**src/ascon_ctrl_pkg.sv**
```systemverilog
package ascon_ctrl_pkg;

  // Sponge controller states
  typedef enum logic [2:0] {
    IDLE,
    INIT,
    ABS_MSG,
    PRO_MSG,
    PAD_MSG,
    FINAL,
    SQZ_HASH
  } fsm_t;

  // What the state stage does on the next edge
  typedef enum logic [1:0] {
    OP_HOLD,
    OP_LOAD_IV,
    OP_ABSORB,
    OP_ROUND
  } state_op_t;

  // Index into the round constant table
  typedef logic [3:0] round_idx_t;

endpackage

```
**src/ascon_const_pkg.sv**
```systemverilog
package ascon_const_pkg;

  // Data path geometry
  localparam int WORD_W     = 64;
  localparam int BYTES_W    = 8;
  localparam int LANES      = 5;

  // Permutation and digest sizes
  localparam int ROUNDS_A   = 12;
  localparam int HASH_WORDS = 4;

  typedef logic [WORD_W-1:0]  word_t;
  typedef logic [BYTES_W-1:0] strb_t;

  // Lane 0 is x0, lane 4 is x4
  typedef word_t [LANES-1:0] state_t;

  // Initial x0 for Ascon-Hash256, other lanes start at zero
  localparam word_t IV_HASH = 64'h0000080100cc0002;

  // Block that holds only the padding byte
  localparam word_t PAD_BLK = 64'h0000000000000001;

  // Round constants of Ascon-p[12], first round at index 0
  localparam logic [7:0] RC [ROUNDS_A] = '{
    8'hf0, 8'he1, 8'hd2, 8'hc3,
    8'hb4, 8'ha5, 8'h96, 8'h87,
    8'h78, 8'h69, 8'h5a, 8'h4b
  };

endpackage
```
**src/ascon_ctl_if.sv**
```systemverilog
`timescale 1ns/1ps

interface ascon_ctl_if;
  import ascon_const_pkg::*;
  import ascon_ctrl_pkg::*;

  // Controller to state stage
  state_op_t  op;
  round_idx_t round_idx;
  word_t      blk;

  // Current x0, read back for the squeeze
  word_t      lane0;

  modport ctrl (
    output op,
    output round_idx,
    output blk,
    input  lane0
  );

  modport state (
    input  op,
    input  round_idx,
    input  blk,
    output lane0
  );

endinterface

```
**src/ascon_hash_top.sv**
```systemverilog
`timescale 1ns/1ps

module ascon_hash_top (
  input  logic        clk,
  input  logic        rst,
  input  logic        start_i,
  input  logic        eoi_i,
  input  logic [63:0] bdi_i,
  input  logic [7:0]  bdi_valid_i,
  input  logic        bdi_eot_i,
  input  logic        bdo_ready_i,
  output logic        bdi_ready_o,
  output logic [63:0] bdo_o,
  output logic        bdo_valid_o,
  output logic        bdo_eot_o,
  output logic        done_o
);

  // Padded block handed from input stage to controller
  logic        blk_valid;
  logic        blk_last;
  logic        blk_take;
  logic [63:0] blk;

  ascon_ctl_if ctl_if ();

  ascon_pad_stage pad_i (
    .clk         (clk),
    .rst         (rst),
    .bdi_i       (bdi_i),
    .bdi_valid_i (bdi_valid_i),
    .bdi_eot_i   (bdi_eot_i),
    .start_i     (start_i),
    .eoi_i       (eoi_i),
    .blk_take_i  (blk_take),
    .bdi_ready_o (bdi_ready_o),
    .blk_valid_o (blk_valid),
    .blk_last_o  (blk_last),
    .blk_o       (blk)
  );

  ascon_hash_fsm fsm_i (
    .clk         (clk),
    .rst         (rst),
    .start_i     (start_i),
    .blk_valid_i (blk_valid),
    .blk_last_i  (blk_last),
    .blk_i       (blk),
    .bdo_ready_i (bdo_ready_i),
    .blk_take_o  (blk_take),
    .bdo_o       (bdo_o),
    .bdo_valid_o (bdo_valid_o),
    .bdo_eot_o   (bdo_eot_o),
    .done_o      (done_o),
    .ctl         (ctl_if.ctrl)
  );

  ascon_state state_i (
    .clk (clk),
    .rst (rst),
    .ctl (ctl_if.state)
  );

endmodule

```
**src/ascon_hash_fsm.sv**
```systemverilog
`timescale 1ns/1ps

module ascon_hash_fsm (
  input  logic                   clk,
  input  logic                   rst,
  input  logic                   start_i,
  input  logic                   blk_valid_i,
  input  logic                   blk_last_i,
  input  ascon_const_pkg::word_t blk_i,
  input  logic                   bdo_ready_i,
  output logic                   blk_take_o,
  output ascon_const_pkg::word_t bdo_o,
  output logic                   bdo_valid_o,
  output logic                   bdo_eot_o,
  output logic                   done_o,
  ascon_ctl_if.ctrl              ctl
);
  import ascon_const_pkg::*;
  import ascon_ctrl_pkg::*;

  fsm_t       fsm_q;
  fsm_t       fsm_d;
  round_idx_t rcnt_q;
  logic [1:0] wcnt_q;
  logic       done_q;
  logic       in_rounds;
  logic       rounds_done;
  logic       pad_next;
  logic       sqz_take;
  logic       sqz_last;

  function automatic word_t swap_bytes(word_t w);
    word_t res;
    for (int i = 0; i < BYTES_W; i++) begin
      res[i*8 +: 8] = w[(BYTES_W-1-i)*8 +: 8];
    end
    return res;
  endfunction

  assign in_rounds   = fsm_q inside {INIT, PRO_MSG, FINAL};
  assign rounds_done = in_rounds && (rcnt_q == '0);
  // Only the final pad-only block equals PAD_BLK with the last flag set
  assign pad_next    = blk_valid_i && blk_last_i && (blk_i == PAD_BLK);
  assign sqz_take    = (fsm_q == SQZ_HASH) && bdo_ready_i;
  assign sqz_last    = sqz_take && (wcnt_q == 2'(HASH_WORDS - 1));

  //////////////////////////////////////////////////////////////////////
  // Next state and opcode
  //////////////////////////////////////////////////////////////////////

  always_comb begin
    fsm_d      = fsm_q;
    ctl.op     = OP_HOLD;
    blk_take_o = 1'b0;
    case (fsm_q)
      IDLE: begin
        if (start_i) begin
          ctl.op = OP_LOAD_IV;
          fsm_d  = INIT;
        end
      end
      INIT, PRO_MSG: begin
        ctl.op = OP_ROUND;
        if (rounds_done) fsm_d = pad_next ? PAD_MSG : ABS_MSG;
      end
      ABS_MSG: begin
        if (blk_valid_i) begin
          ctl.op     = OP_ABSORB;
          blk_take_o = 1'b1;
          fsm_d      = blk_last_i ? FINAL : PRO_MSG;
        end
      end
      PAD_MSG: begin
        ctl.op     = OP_ABSORB;
        blk_take_o = 1'b1;
        fsm_d      = FINAL;
      end
      FINAL: begin
        ctl.op = OP_ROUND;
        if (rounds_done) fsm_d = SQZ_HASH;
      end
      SQZ_HASH: begin
        // Hold the state while the sink stalls
        if (sqz_last) fsm_d = IDLE;
        else if (sqz_take) fsm_d = FINAL;
      end
      default: fsm_d = IDLE;
    endcase
  end

  //////////////////////////////////////////////////////////////////////
  // State and counters
  //////////////////////////////////////////////////////////////////////

  always_ff @(posedge clk) begin
    if (rst) begin
      fsm_q  <= IDLE;
      rcnt_q <= round_idx_t'(ROUNDS_A - 1);
      wcnt_q <= '0;
      done_q <= 1'b0;
    end else begin
      fsm_q  <= fsm_d;
      done_q <= sqz_last;
      // Rounds left in the permutation, reloaded outside of it
      if (in_rounds && (rcnt_q != '0)) begin
        rcnt_q <= rcnt_q - 1'b1;
      end else begin
        rcnt_q <= round_idx_t'(ROUNDS_A - 1);
      end
      if (sqz_take) wcnt_q <= wcnt_q + 1'b1;
    end
  end

  assign ctl.round_idx = round_idx_t'(ROUNDS_A - 1) - rcnt_q;
  assign ctl.blk       = blk_i;

  // Digest words leave most significant byte first
  assign bdo_o       = swap_bytes(ctl.lane0);
  assign bdo_valid_o = fsm_q == SQZ_HASH;
  assign bdo_eot_o   = bdo_valid_o && (wcnt_q == 2'(HASH_WORDS - 1));
  assign done_o      = done_q;

  a_bdo_hold: assert property (@(posedge clk) disable iff (rst)
    bdo_valid_o && !bdo_ready_i |=> bdo_valid_o && $stable(bdo_o));

  // Each permutation lasts exactly ROUNDS_A cycles
  a_round_count: assert property (@(posedge clk) disable iff (rst)
    rounds_done |-> $past(in_rounds, ROUNDS_A - 1) && !$past(in_rounds, ROUNDS_A));

endmodule

```
**src/ascon_state.sv**
```systemverilog
`timescale 1ns/1ps

module ascon_state (
  input logic       clk,
  input logic       rst,
  ascon_ctl_if.state ctl
);
  import ascon_const_pkg::*;
  import ascon_ctrl_pkg::*;

  state_t s_q;
  state_t s_d;
  state_t s_rnd;

  ascon_round round_i (
    .s_i         (s_q),
    .round_idx_i (ctl.round_idx),
    .s_o         (s_rnd)
  );

  // Next state per opcode
  always_comb begin
    s_d = s_q;
    case (ctl.op)
      OP_LOAD_IV: begin
        s_d    = '0;
        s_d[0] = IV_HASH;
      end
      OP_ABSORB: s_d[0] = s_q[0] ^ ctl.blk;
      OP_ROUND:  s_d    = s_rnd;
      default:   s_d    = s_q;
    endcase
  end

  always_ff @(posedge clk) begin
    s_q <= s_d;
  end

  assign ctl.lane0 = s_q[0];

  // IV load and absorb always lead straight into a permutation
  a_update_then_round: assert property (@(posedge clk) disable iff (rst)
    (ctl.op == OP_LOAD_IV || ctl.op == OP_ABSORB) |=> ctl.op == OP_ROUND);

endmodule

```
**src/ascon_round.sv**
```systemverilog
`timescale 1ns/1ps

module ascon_round (
  input  ascon_const_pkg::state_t   s_i,
  input  ascon_ctrl_pkg::round_idx_t round_idx_i,
  output ascon_const_pkg::state_t   s_o
);
  import ascon_const_pkg::*;

  word_t a0, a1, a2, a3, a4;
  word_t t0, t1, t2, t3, t4;

  function automatic word_t ror(word_t x, int n);
    return (x >> n) | (x << (WORD_W - n));
  endfunction

  //////////////////////////////////////////////////////////////////////
  // Constant addition and substitution layer
  //////////////////////////////////////////////////////////////////////

  always_comb begin
    a0 = s_i[0];
    a1 = s_i[1];
    a2 = s_i[2] ^ word_t'(RC[round_idx_i]);
    a3 = s_i[3];
    a4 = s_i[4];
    // Bitsliced 5-bit S-box
    a0 = a0 ^ a4;
    a4 = a4 ^ a3;
    a2 = a2 ^ a1;
    t0 = ~a0 & a1;
    t1 = ~a1 & a2;
    t2 = ~a2 & a3;
    t3 = ~a3 & a4;
    t4 = ~a4 & a0;
    a0 = a0 ^ t1;
    a1 = a1 ^ t2;
    a2 = a2 ^ t3;
    a3 = a3 ^ t4;
    a4 = a4 ^ t0;
    a1 = a1 ^ a0;
    a0 = a0 ^ a4;
    a3 = a3 ^ a2;
    a2 = ~a2;
  end

  //////////////////////////////////////////////////////////////////////
  // Linear diffusion, one rotation pair per lane
  //////////////////////////////////////////////////////////////////////

  assign s_o[0] = a0 ^ ror(a0, 19) ^ ror(a0, 28);
  assign s_o[1] = a1 ^ ror(a1, 61) ^ ror(a1, 39);
  assign s_o[2] = a2 ^ ror(a2, 1) ^ ror(a2, 6);
  assign s_o[3] = a3 ^ ror(a3, 10) ^ ror(a3, 17);
  assign s_o[4] = a4 ^ ror(a4, 7) ^ ror(a4, 41);

endmodule

```
**src/ascon_pad_stage.sv**
```systemverilog
`timescale 1ns/1ps

module ascon_pad_stage (
  input  logic                   clk,
  input  logic                   rst,
  input  ascon_const_pkg::word_t bdi_i,
  input  ascon_const_pkg::strb_t bdi_valid_i,
  input  logic                   bdi_eot_i,
  input  logic                   start_i,
  input  logic                   eoi_i,
  input  logic                   blk_take_i,
  output logic                   bdi_ready_o,
  output logic                   blk_valid_o,
  output logic                   blk_last_o,
  output ascon_const_pkg::word_t blk_o
);
  import ascon_const_pkg::*;

  logic  active_q;
  logic  full_q;
  logic  last_q;
  logic  pend_q;
  logic  accept;
  word_t blk_q;

  // Keep valid bytes, put 0x01 right above the last one
  function automatic word_t pad_word(word_t data, strb_t val);
    word_t res;
    res[7:0] = val[0] ? data[7:0] : 8'h00;
    for (int i = 1; i < BYTES_W; i++) begin
      res[i*8 +: 8] = val[i] ? data[i*8 +: 8] : (val[i-1] ? 8'h01 : 8'h00);
    end
    return res;
  endfunction

  assign bdi_ready_o = active_q && !full_q;
  assign accept      = bdi_ready_o && (bdi_valid_i != '0);

  always_ff @(posedge clk) begin
    if (rst) begin
      active_q <= 1'b0;
      full_q   <= 1'b0;
      last_q   <= 1'b0;
      pend_q   <= 1'b0;
    end else if (start_i) begin
      // Empty message needs no bus words at all
      active_q <= !eoi_i;
      full_q   <= eoi_i;
      last_q   <= eoi_i;
      pend_q   <= 1'b0;
    end else if (accept) begin
      active_q <= !bdi_eot_i;
      full_q   <= 1'b1;
      last_q   <= bdi_eot_i && (bdi_valid_i != '1);
      pend_q   <= bdi_eot_i && (bdi_valid_i == '1);
    end else if (blk_take_i) begin
      // A full final word leaves the pad block behind it
      full_q   <= pend_q;
      last_q   <= pend_q;
      pend_q   <= 1'b0;
    end
  end

  always_ff @(posedge clk) begin
    if (start_i && eoi_i) begin
      blk_q <= PAD_BLK;
    end else if (accept) begin
      blk_q <= pad_word(bdi_i, bdi_valid_i);
    end else if (blk_take_i && pend_q) begin
      blk_q <= PAD_BLK;
    end
  end

  assign blk_valid_o = full_q;
  assign blk_last_o  = last_q;
  assign blk_o       = blk_q;

  // Controller only consumes a block that is actually held
  a_take_valid: assert property (@(posedge clk) disable iff (rst)
    blk_take_i |-> blk_valid_o);

endmodule

```
**config.mk**
```make
export PLATFORM = sky130hd
export DESIGN_NAME = ascon_hash_top
export DESIGN_NICKNAME = d
export VERILOG_FILES = /design/src/ascon_ctrl_pkg.sv /design/src/ascon_const_pkg.sv /design/src/ascon_ctl_if.sv /design/src/ascon_hash_top.sv /design/src/ascon_hash_fsm.sv /design/src/ascon_state.sv /design/src/ascon_round.sv /design/src/ascon_pad_stage.sv
export SDC_FILE = /design/constraint.sdc
export NUM_CORES = 1
export LEC_CHECK = 0
export BUFFER_PORTS_ARGS = -buffer_cell sky130_fd_sc_hd__buf_4
export CAP_MARGIN = 20
export CORE_ASPECT_RATIO = 1.75
export CORE_UTILIZATION = 45
export CTS_CLUSTER_DIAMETER = 80
export DETAILED_ROUTE_END_ITERATION = 6
export PLACE_DENSITY_LB_ADDON = 0.25
export SYNTH_ARGS = -nofsm -noshare
export SYNTH_HDL_FRONTEND = slang
export SYNTH_SLANG_ARGS = --single-unit
```
**constraint.sdc**
```tcl
create_clock -name clk -period 29.9 [get_ports clk]
set_input_delay 4.485 -clock clk [delete_from_list [all_inputs] [get_ports clk]]
set_output_delay 4.485 -clock clk [all_outputs]
set_load 0.01 [all_outputs]
```
**Yosys cells after proc, flatten, opt, wreduce, memory -nomap -nowiden**

Memories as Yosys holds them, arrays and structs flattened.
Index checks and enable logic that the tools add are counted.

- Register bits after elaboration: 398
- Bits in read-only memories: 128
- Bits of input ports: 78
- Output and inout port bits: 68
- Word-level logic and storage cells: 159
- Memories: 1

Memories:

| name | depth | bits a word | rd ports | clocked after memory_dff | wr ports | RTL line | RTL |
|---|---|---|---|---|---|---|---|
| (no name shown) | 16 | 8 | 1 | 0 | 0 | ascon_round.sv:24 | `a2 = s_i[2] ^ word_t'(RC[round_idx_i]);` |

- Add/sub/neg operators: 3
- Magnitude comparators: 1
- Equal/unequal tests: 18
- Mux-type cells: 44
- Bitwise operators: 46
- Reduce and logical (&&, ||, !) cells: 32

Operator list:

| kind | count |
|---|---|
| XOR 64 bit | 22 |
| case mux 256 bit (2 select lines) | 1 |
| inverter 64 bit | 6 |
| bitwise AND 64 bit | 5 |
| case mux 64 bit (3 select lines) | 1 |
| 2-to-1 mux 64 bit | 2 |
| 2-to-1 mux 8 bit | 10 |
| equality test 64 x 1 -> 1 bit, second input constant | 1 |
| bitwise OR 23 x 64 -> 64 bit | 1 |
| bitwise OR 25 x 64 -> 64 bit | 1 |
| bitwise OR 3 x 64 -> 64 bit | 1 |
| bitwise OR 36 x 64 -> 64 bit | 1 |
| bitwise OR 45 x 64 -> 64 bit | 1 |
| bitwise OR 47 x 64 -> 64 bit | 1 |
| bitwise OR 54 x 64 -> 64 bit | 1 |
| bitwise OR 57 x 64 -> 64 bit | 1 |
| bitwise OR 58 x 64 -> 64 bit | 1 |
| bitwise OR 63 x 64 -> 64 bit | 1 |
| XOR 64 x 8 -> 64 bit | 1 |
| 2-to-1 mux 3 bit | 8 |
| 2-to-1 mux 1 bit | 18 |
| case mux 3 bit (6 select lines) | 1 |
| logical AND 1 bit | 13 |
| equality test 3 bit, second input constant | 3 |
| 28 further kinds | 42 |

**Longest topological paths before layout**

- Depth in word-level cells: 15
- Mapped depth: 8
- Depth with buffers taken out: 8

**Hierarchy**

Synthesis repeated with hierarchy kept, for this count alone.

- Cells, all modules: 3212
- Area, all modules: 32902.8 µm²

Modules (own cells, without submodules):

| module | times used | cells each | area each (µm²) | seq. area each (µm²) |
|---|---|---|---|---|
| ascon_round | 1 | 1804 | 14737.9 | 0.0 |
| ascon_state | 1 | 906 | 13802.0 | 9609.2 |
| ascon_pad_stage | 1 | 277 | 2628.8 | 1361.3 |
| ascon_hash_fsm | 1 | 225 | 1734.2 | 200.2 |

**Least setup slack after synthesis**

No wires, ideal clock.

- Path type: in2reg
- Start: input port start_i
- End: register state_i.s_q[100] (netlist bit), enable pin
- Setup time: 1.227 ns
- Arrival: 22.371 ns
- Data required time: 28.673 ns
- Path slack: 6.302 ns
- Stages on the path: 2
- Path buffers: 0
- Cell sequence: nand2b_1 o21ai_0

- Cells in the longest elaborated chain, start to end: 4
- Elaborated cells on any way between the ends: 5
- Classes of those cells: 2 x eq/ne; 2 x mux; 1 x reduce/logical

RTL lines:

| what | RTL line | RTL |
|---|---|---|
| from (decl) | ascon_hash_top.sv:6 | `input logic start_i,` |
| 2-to-1 mux 1 bit * | ascon_hash_fsm.sv:57 | `if (start_i) begin` |
| case mux 2 bit (4 select lines) * | ascon_hash_fsm.sv:55 | `case (fsm_q)` |
| equality test 2 x 1 -> 1 bit / equality test 2 bit (equally long branches) | ascon_state.sv:24 | `case (ctl.op)` |
| nonzero test 2 bit (no source line) * | n/a |  |
| to (signal assigned) | ascon_state.sv:36 | `s_q <= s_d;` |
| to (decl) | ascon_state.sv:11 | `state_t s_q;` |

Mark *: on every way between the ends. The rest lies on a longest branch, timed or not.
A chain may end at the register's enable or synchronous reset.

**Worst setup path in the final report**

- Start: input port start_i
- End: register state_i.s_q[231] (netlist bit), enable pin

Same word-level chain as after synthesis.

==> out/metrics.yaml <==
status: "finished, final reports clean"
cp.arrival_ns: 7.44
fin_util_pct: 50.2
grt_pass1_wl_mm: 170
grt_use_total_pct: 35.4
rsz0062_at_grt: "no"
cp-end-kind: "flip-flop"
clk_latency_ns: 0.62
slew-limit-headroom_pct: 12.8
postCtsSetupBuffers: 0
cpMostUsedCell: "buf_4"
required_ns: 30.12
cts_max_level: 2
cp_slowest_stage_delay_ns: 0.88
start_kind: "input pin"
grt-busiest-layer: "met2"
core_um2: 69500
synthesis.area_um2: 31500
grt_pass1_vias: 21800
synth_edf_count: 320
ant_nets: 0
antenna_found_initial: 2
cap_violations: 0
detail_route.wl_per_cell_um: 32.8
yosys_warnings: 0
die_area_um2: 71200
synthTopCellsByArea: "edfxtp_1, xnor3_1, xnor2_1, ha_1, xor2_1"
synth_seq_area_share_pct: 35.4
worstSetupPathType: "input pin to flip-flop"
cts_resized: 0
nNetsFinal: 3080
chipWidth_um: 202
grt_use_met3_pct: 4.62
routed_wl_mm: 125
cts.sinks: 398
cts_hold_buf: 0
syn_avg_cell_area_um2: 11.4
yosys.area.top_type: "edfxtp_1"
io_pins: 146
cts_buffers: 42
finalSetupViolCount: 0
drc_errors: 0
area_delta_synth_final_pct: 10.6
maxSlewViolCount: 0
gp_congestion: 1.04
vias_per_cell: 5.59
firstDrtPassIters: 6
grt_max_degree: 133
postSynthCellCount: 2766
fin_worst_skew_ns: 0.0363
io_buffers: 145
met1_usage_pct: 36.4
met2_usage_pct: 61.3
period_minus_slack_ns: 7.22
final_common_cell: "xnor2_1"
grt.overflow.total: 0
clk_path_buf_depth: 3
drt_iter0_markers: 1687
start_util_pct: 45.4
max_clock_freq_mhz: 139
period_share_pct: 24.1
hold_viol_final: 0
synth_top_area_share_pct: 30.5
slowest_stage: "buf_4"
synth_cell_types: 50
worst_pin_slew_ns: 1.30
syn-num-nets: 2977
mostFrequentLayoutCells: "xnor2_1, nor2_1, edfxtp_1"
vias: 21300
place_ws_ns: 22.13
antenna_cells: 0
cp_cell_sequence: "buf_4 > nand2b_1 > o21ai_4 > buf_4 > buf_4 > buf_4"
layout_setup_ws_ns: 22.68
drive_gt1_share_pct: 13.7
synth_ff_type: "edfxtp_1"
synth-seq-cells: 398
hold_slack_ns: 0.464
cts_tree: "built"
fin_setup_tns_ns: 0
root_buffer: "clkbuf_16"
worst-path-max-fanout: 66
dpl.hpwl_mm: 103
fp.dieH_um: 352
num_rows: 128
clk_pin_slew_ns: 0.06
synthArstFlopShare_pct: 0
hp-class: "flip-flop to flip-flop"
[area by class of cell]
| class | instances | area, um2 |
|---|---|---|
| clock buffer | 55 | 1190 |
| clock inverter | 22 | 239 |
| fill | 6215 | 34600 |
| inverter | 152 | 571 |
| multi-input combinational | 2083 | 19100 |
| sequential | 398 | 11200 |
| tap | 910 | 1140 |
| timing repair buffer | 192 | 1470 |
[synth_stat cells (4+ instances only)]
cell type and n:
nand3_1 4, dfxtp_1 78, maj3_2 10, edfxtp_1 320
nand2_1 212, a21oi_1 52, o22ai_1 46, buf_1 12
a22oi_1 73, buf_4 69, maj3_1 5, mux2_2 7
xor3_1 7, xnor3_1 195, xnor2_2 89, and2_1 23
nand4_1 5, mux2i_1 102, xor2_1 186, nand2b_1 27
nor2_1 328, inv_1 152, clkbuf_1 41, nor3_1 9
a22o_1 11, or2_2 4, ha_1 133, buf_2 11
xnor2_1 484, xor2_2 10, o21ai_0 24, nor4_1 15
[per-layer routing]
metal,routed length [um],up-vias
li1,-,9503
met3,6520,315
met5,0,-
met2,62300,912
met1,41600,10600
met4,14700,0
[worst max-delay path: cells and delay by family]
kind,cells,cell delay (ns)
AOI/OAI and AO/OA,1,0.12
buffers and inverters,4,2.64
and+or+nand+nor,1,0.11
[stage by stage]
stage,std cells,instance area (um2)
finish,3812,34900
global route,3812,34900
CTS,3811,34900
detailed placement,3734,33400
global placement,3729,33400
floorplan,2766,31500
[cell families after synthesis]
group           count (synthesis)  share of synthesized area [%]
flops                         398                           35.4
buf+inv                       285                           4.26
simple gates                  639                           8.36
compound gates                215                           4.41
xor+xnor                      972                           38.3
fa+ha+maj                     148                           5.79
mux                           109                           3.49
[sequential cells by signal, indices dropped and copies added, names as in the netlist]
signal,count
pad_i.active_q,1
fsm_i.fsm_q,3
pad_i.blk_o,64
state_i.s_q,256
fsm_i.wcnt_q,2
pad_i.blk_valid_o,1
state_i.ctl.lane0,64
fsm_i.rcnt_q,4
fsm_i.done_o,1
pad_i.blk_last_o,1
pad_i.pend_q,1
[final timing paths]
path | from | to | slack [ns] | cells after the start
max | start_i | state_i.s_q[231] | 22.68 | 6
min | fsm_i.wcnt_q[1] | fsm_i.wcnt_q[1] | 0.46 | 2
max reg2reg | fsm_i.fsm_q[0] | state_i.s_q[231] | 25.49 | 5
min reg2reg | fsm_i.wcnt_q[1] | fsm_i.wcnt_q[1] | 0.46 | 2
Power is not shown: default switching activity piles up to over one toggle a cycle in this logic, so the estimate is an artifact.
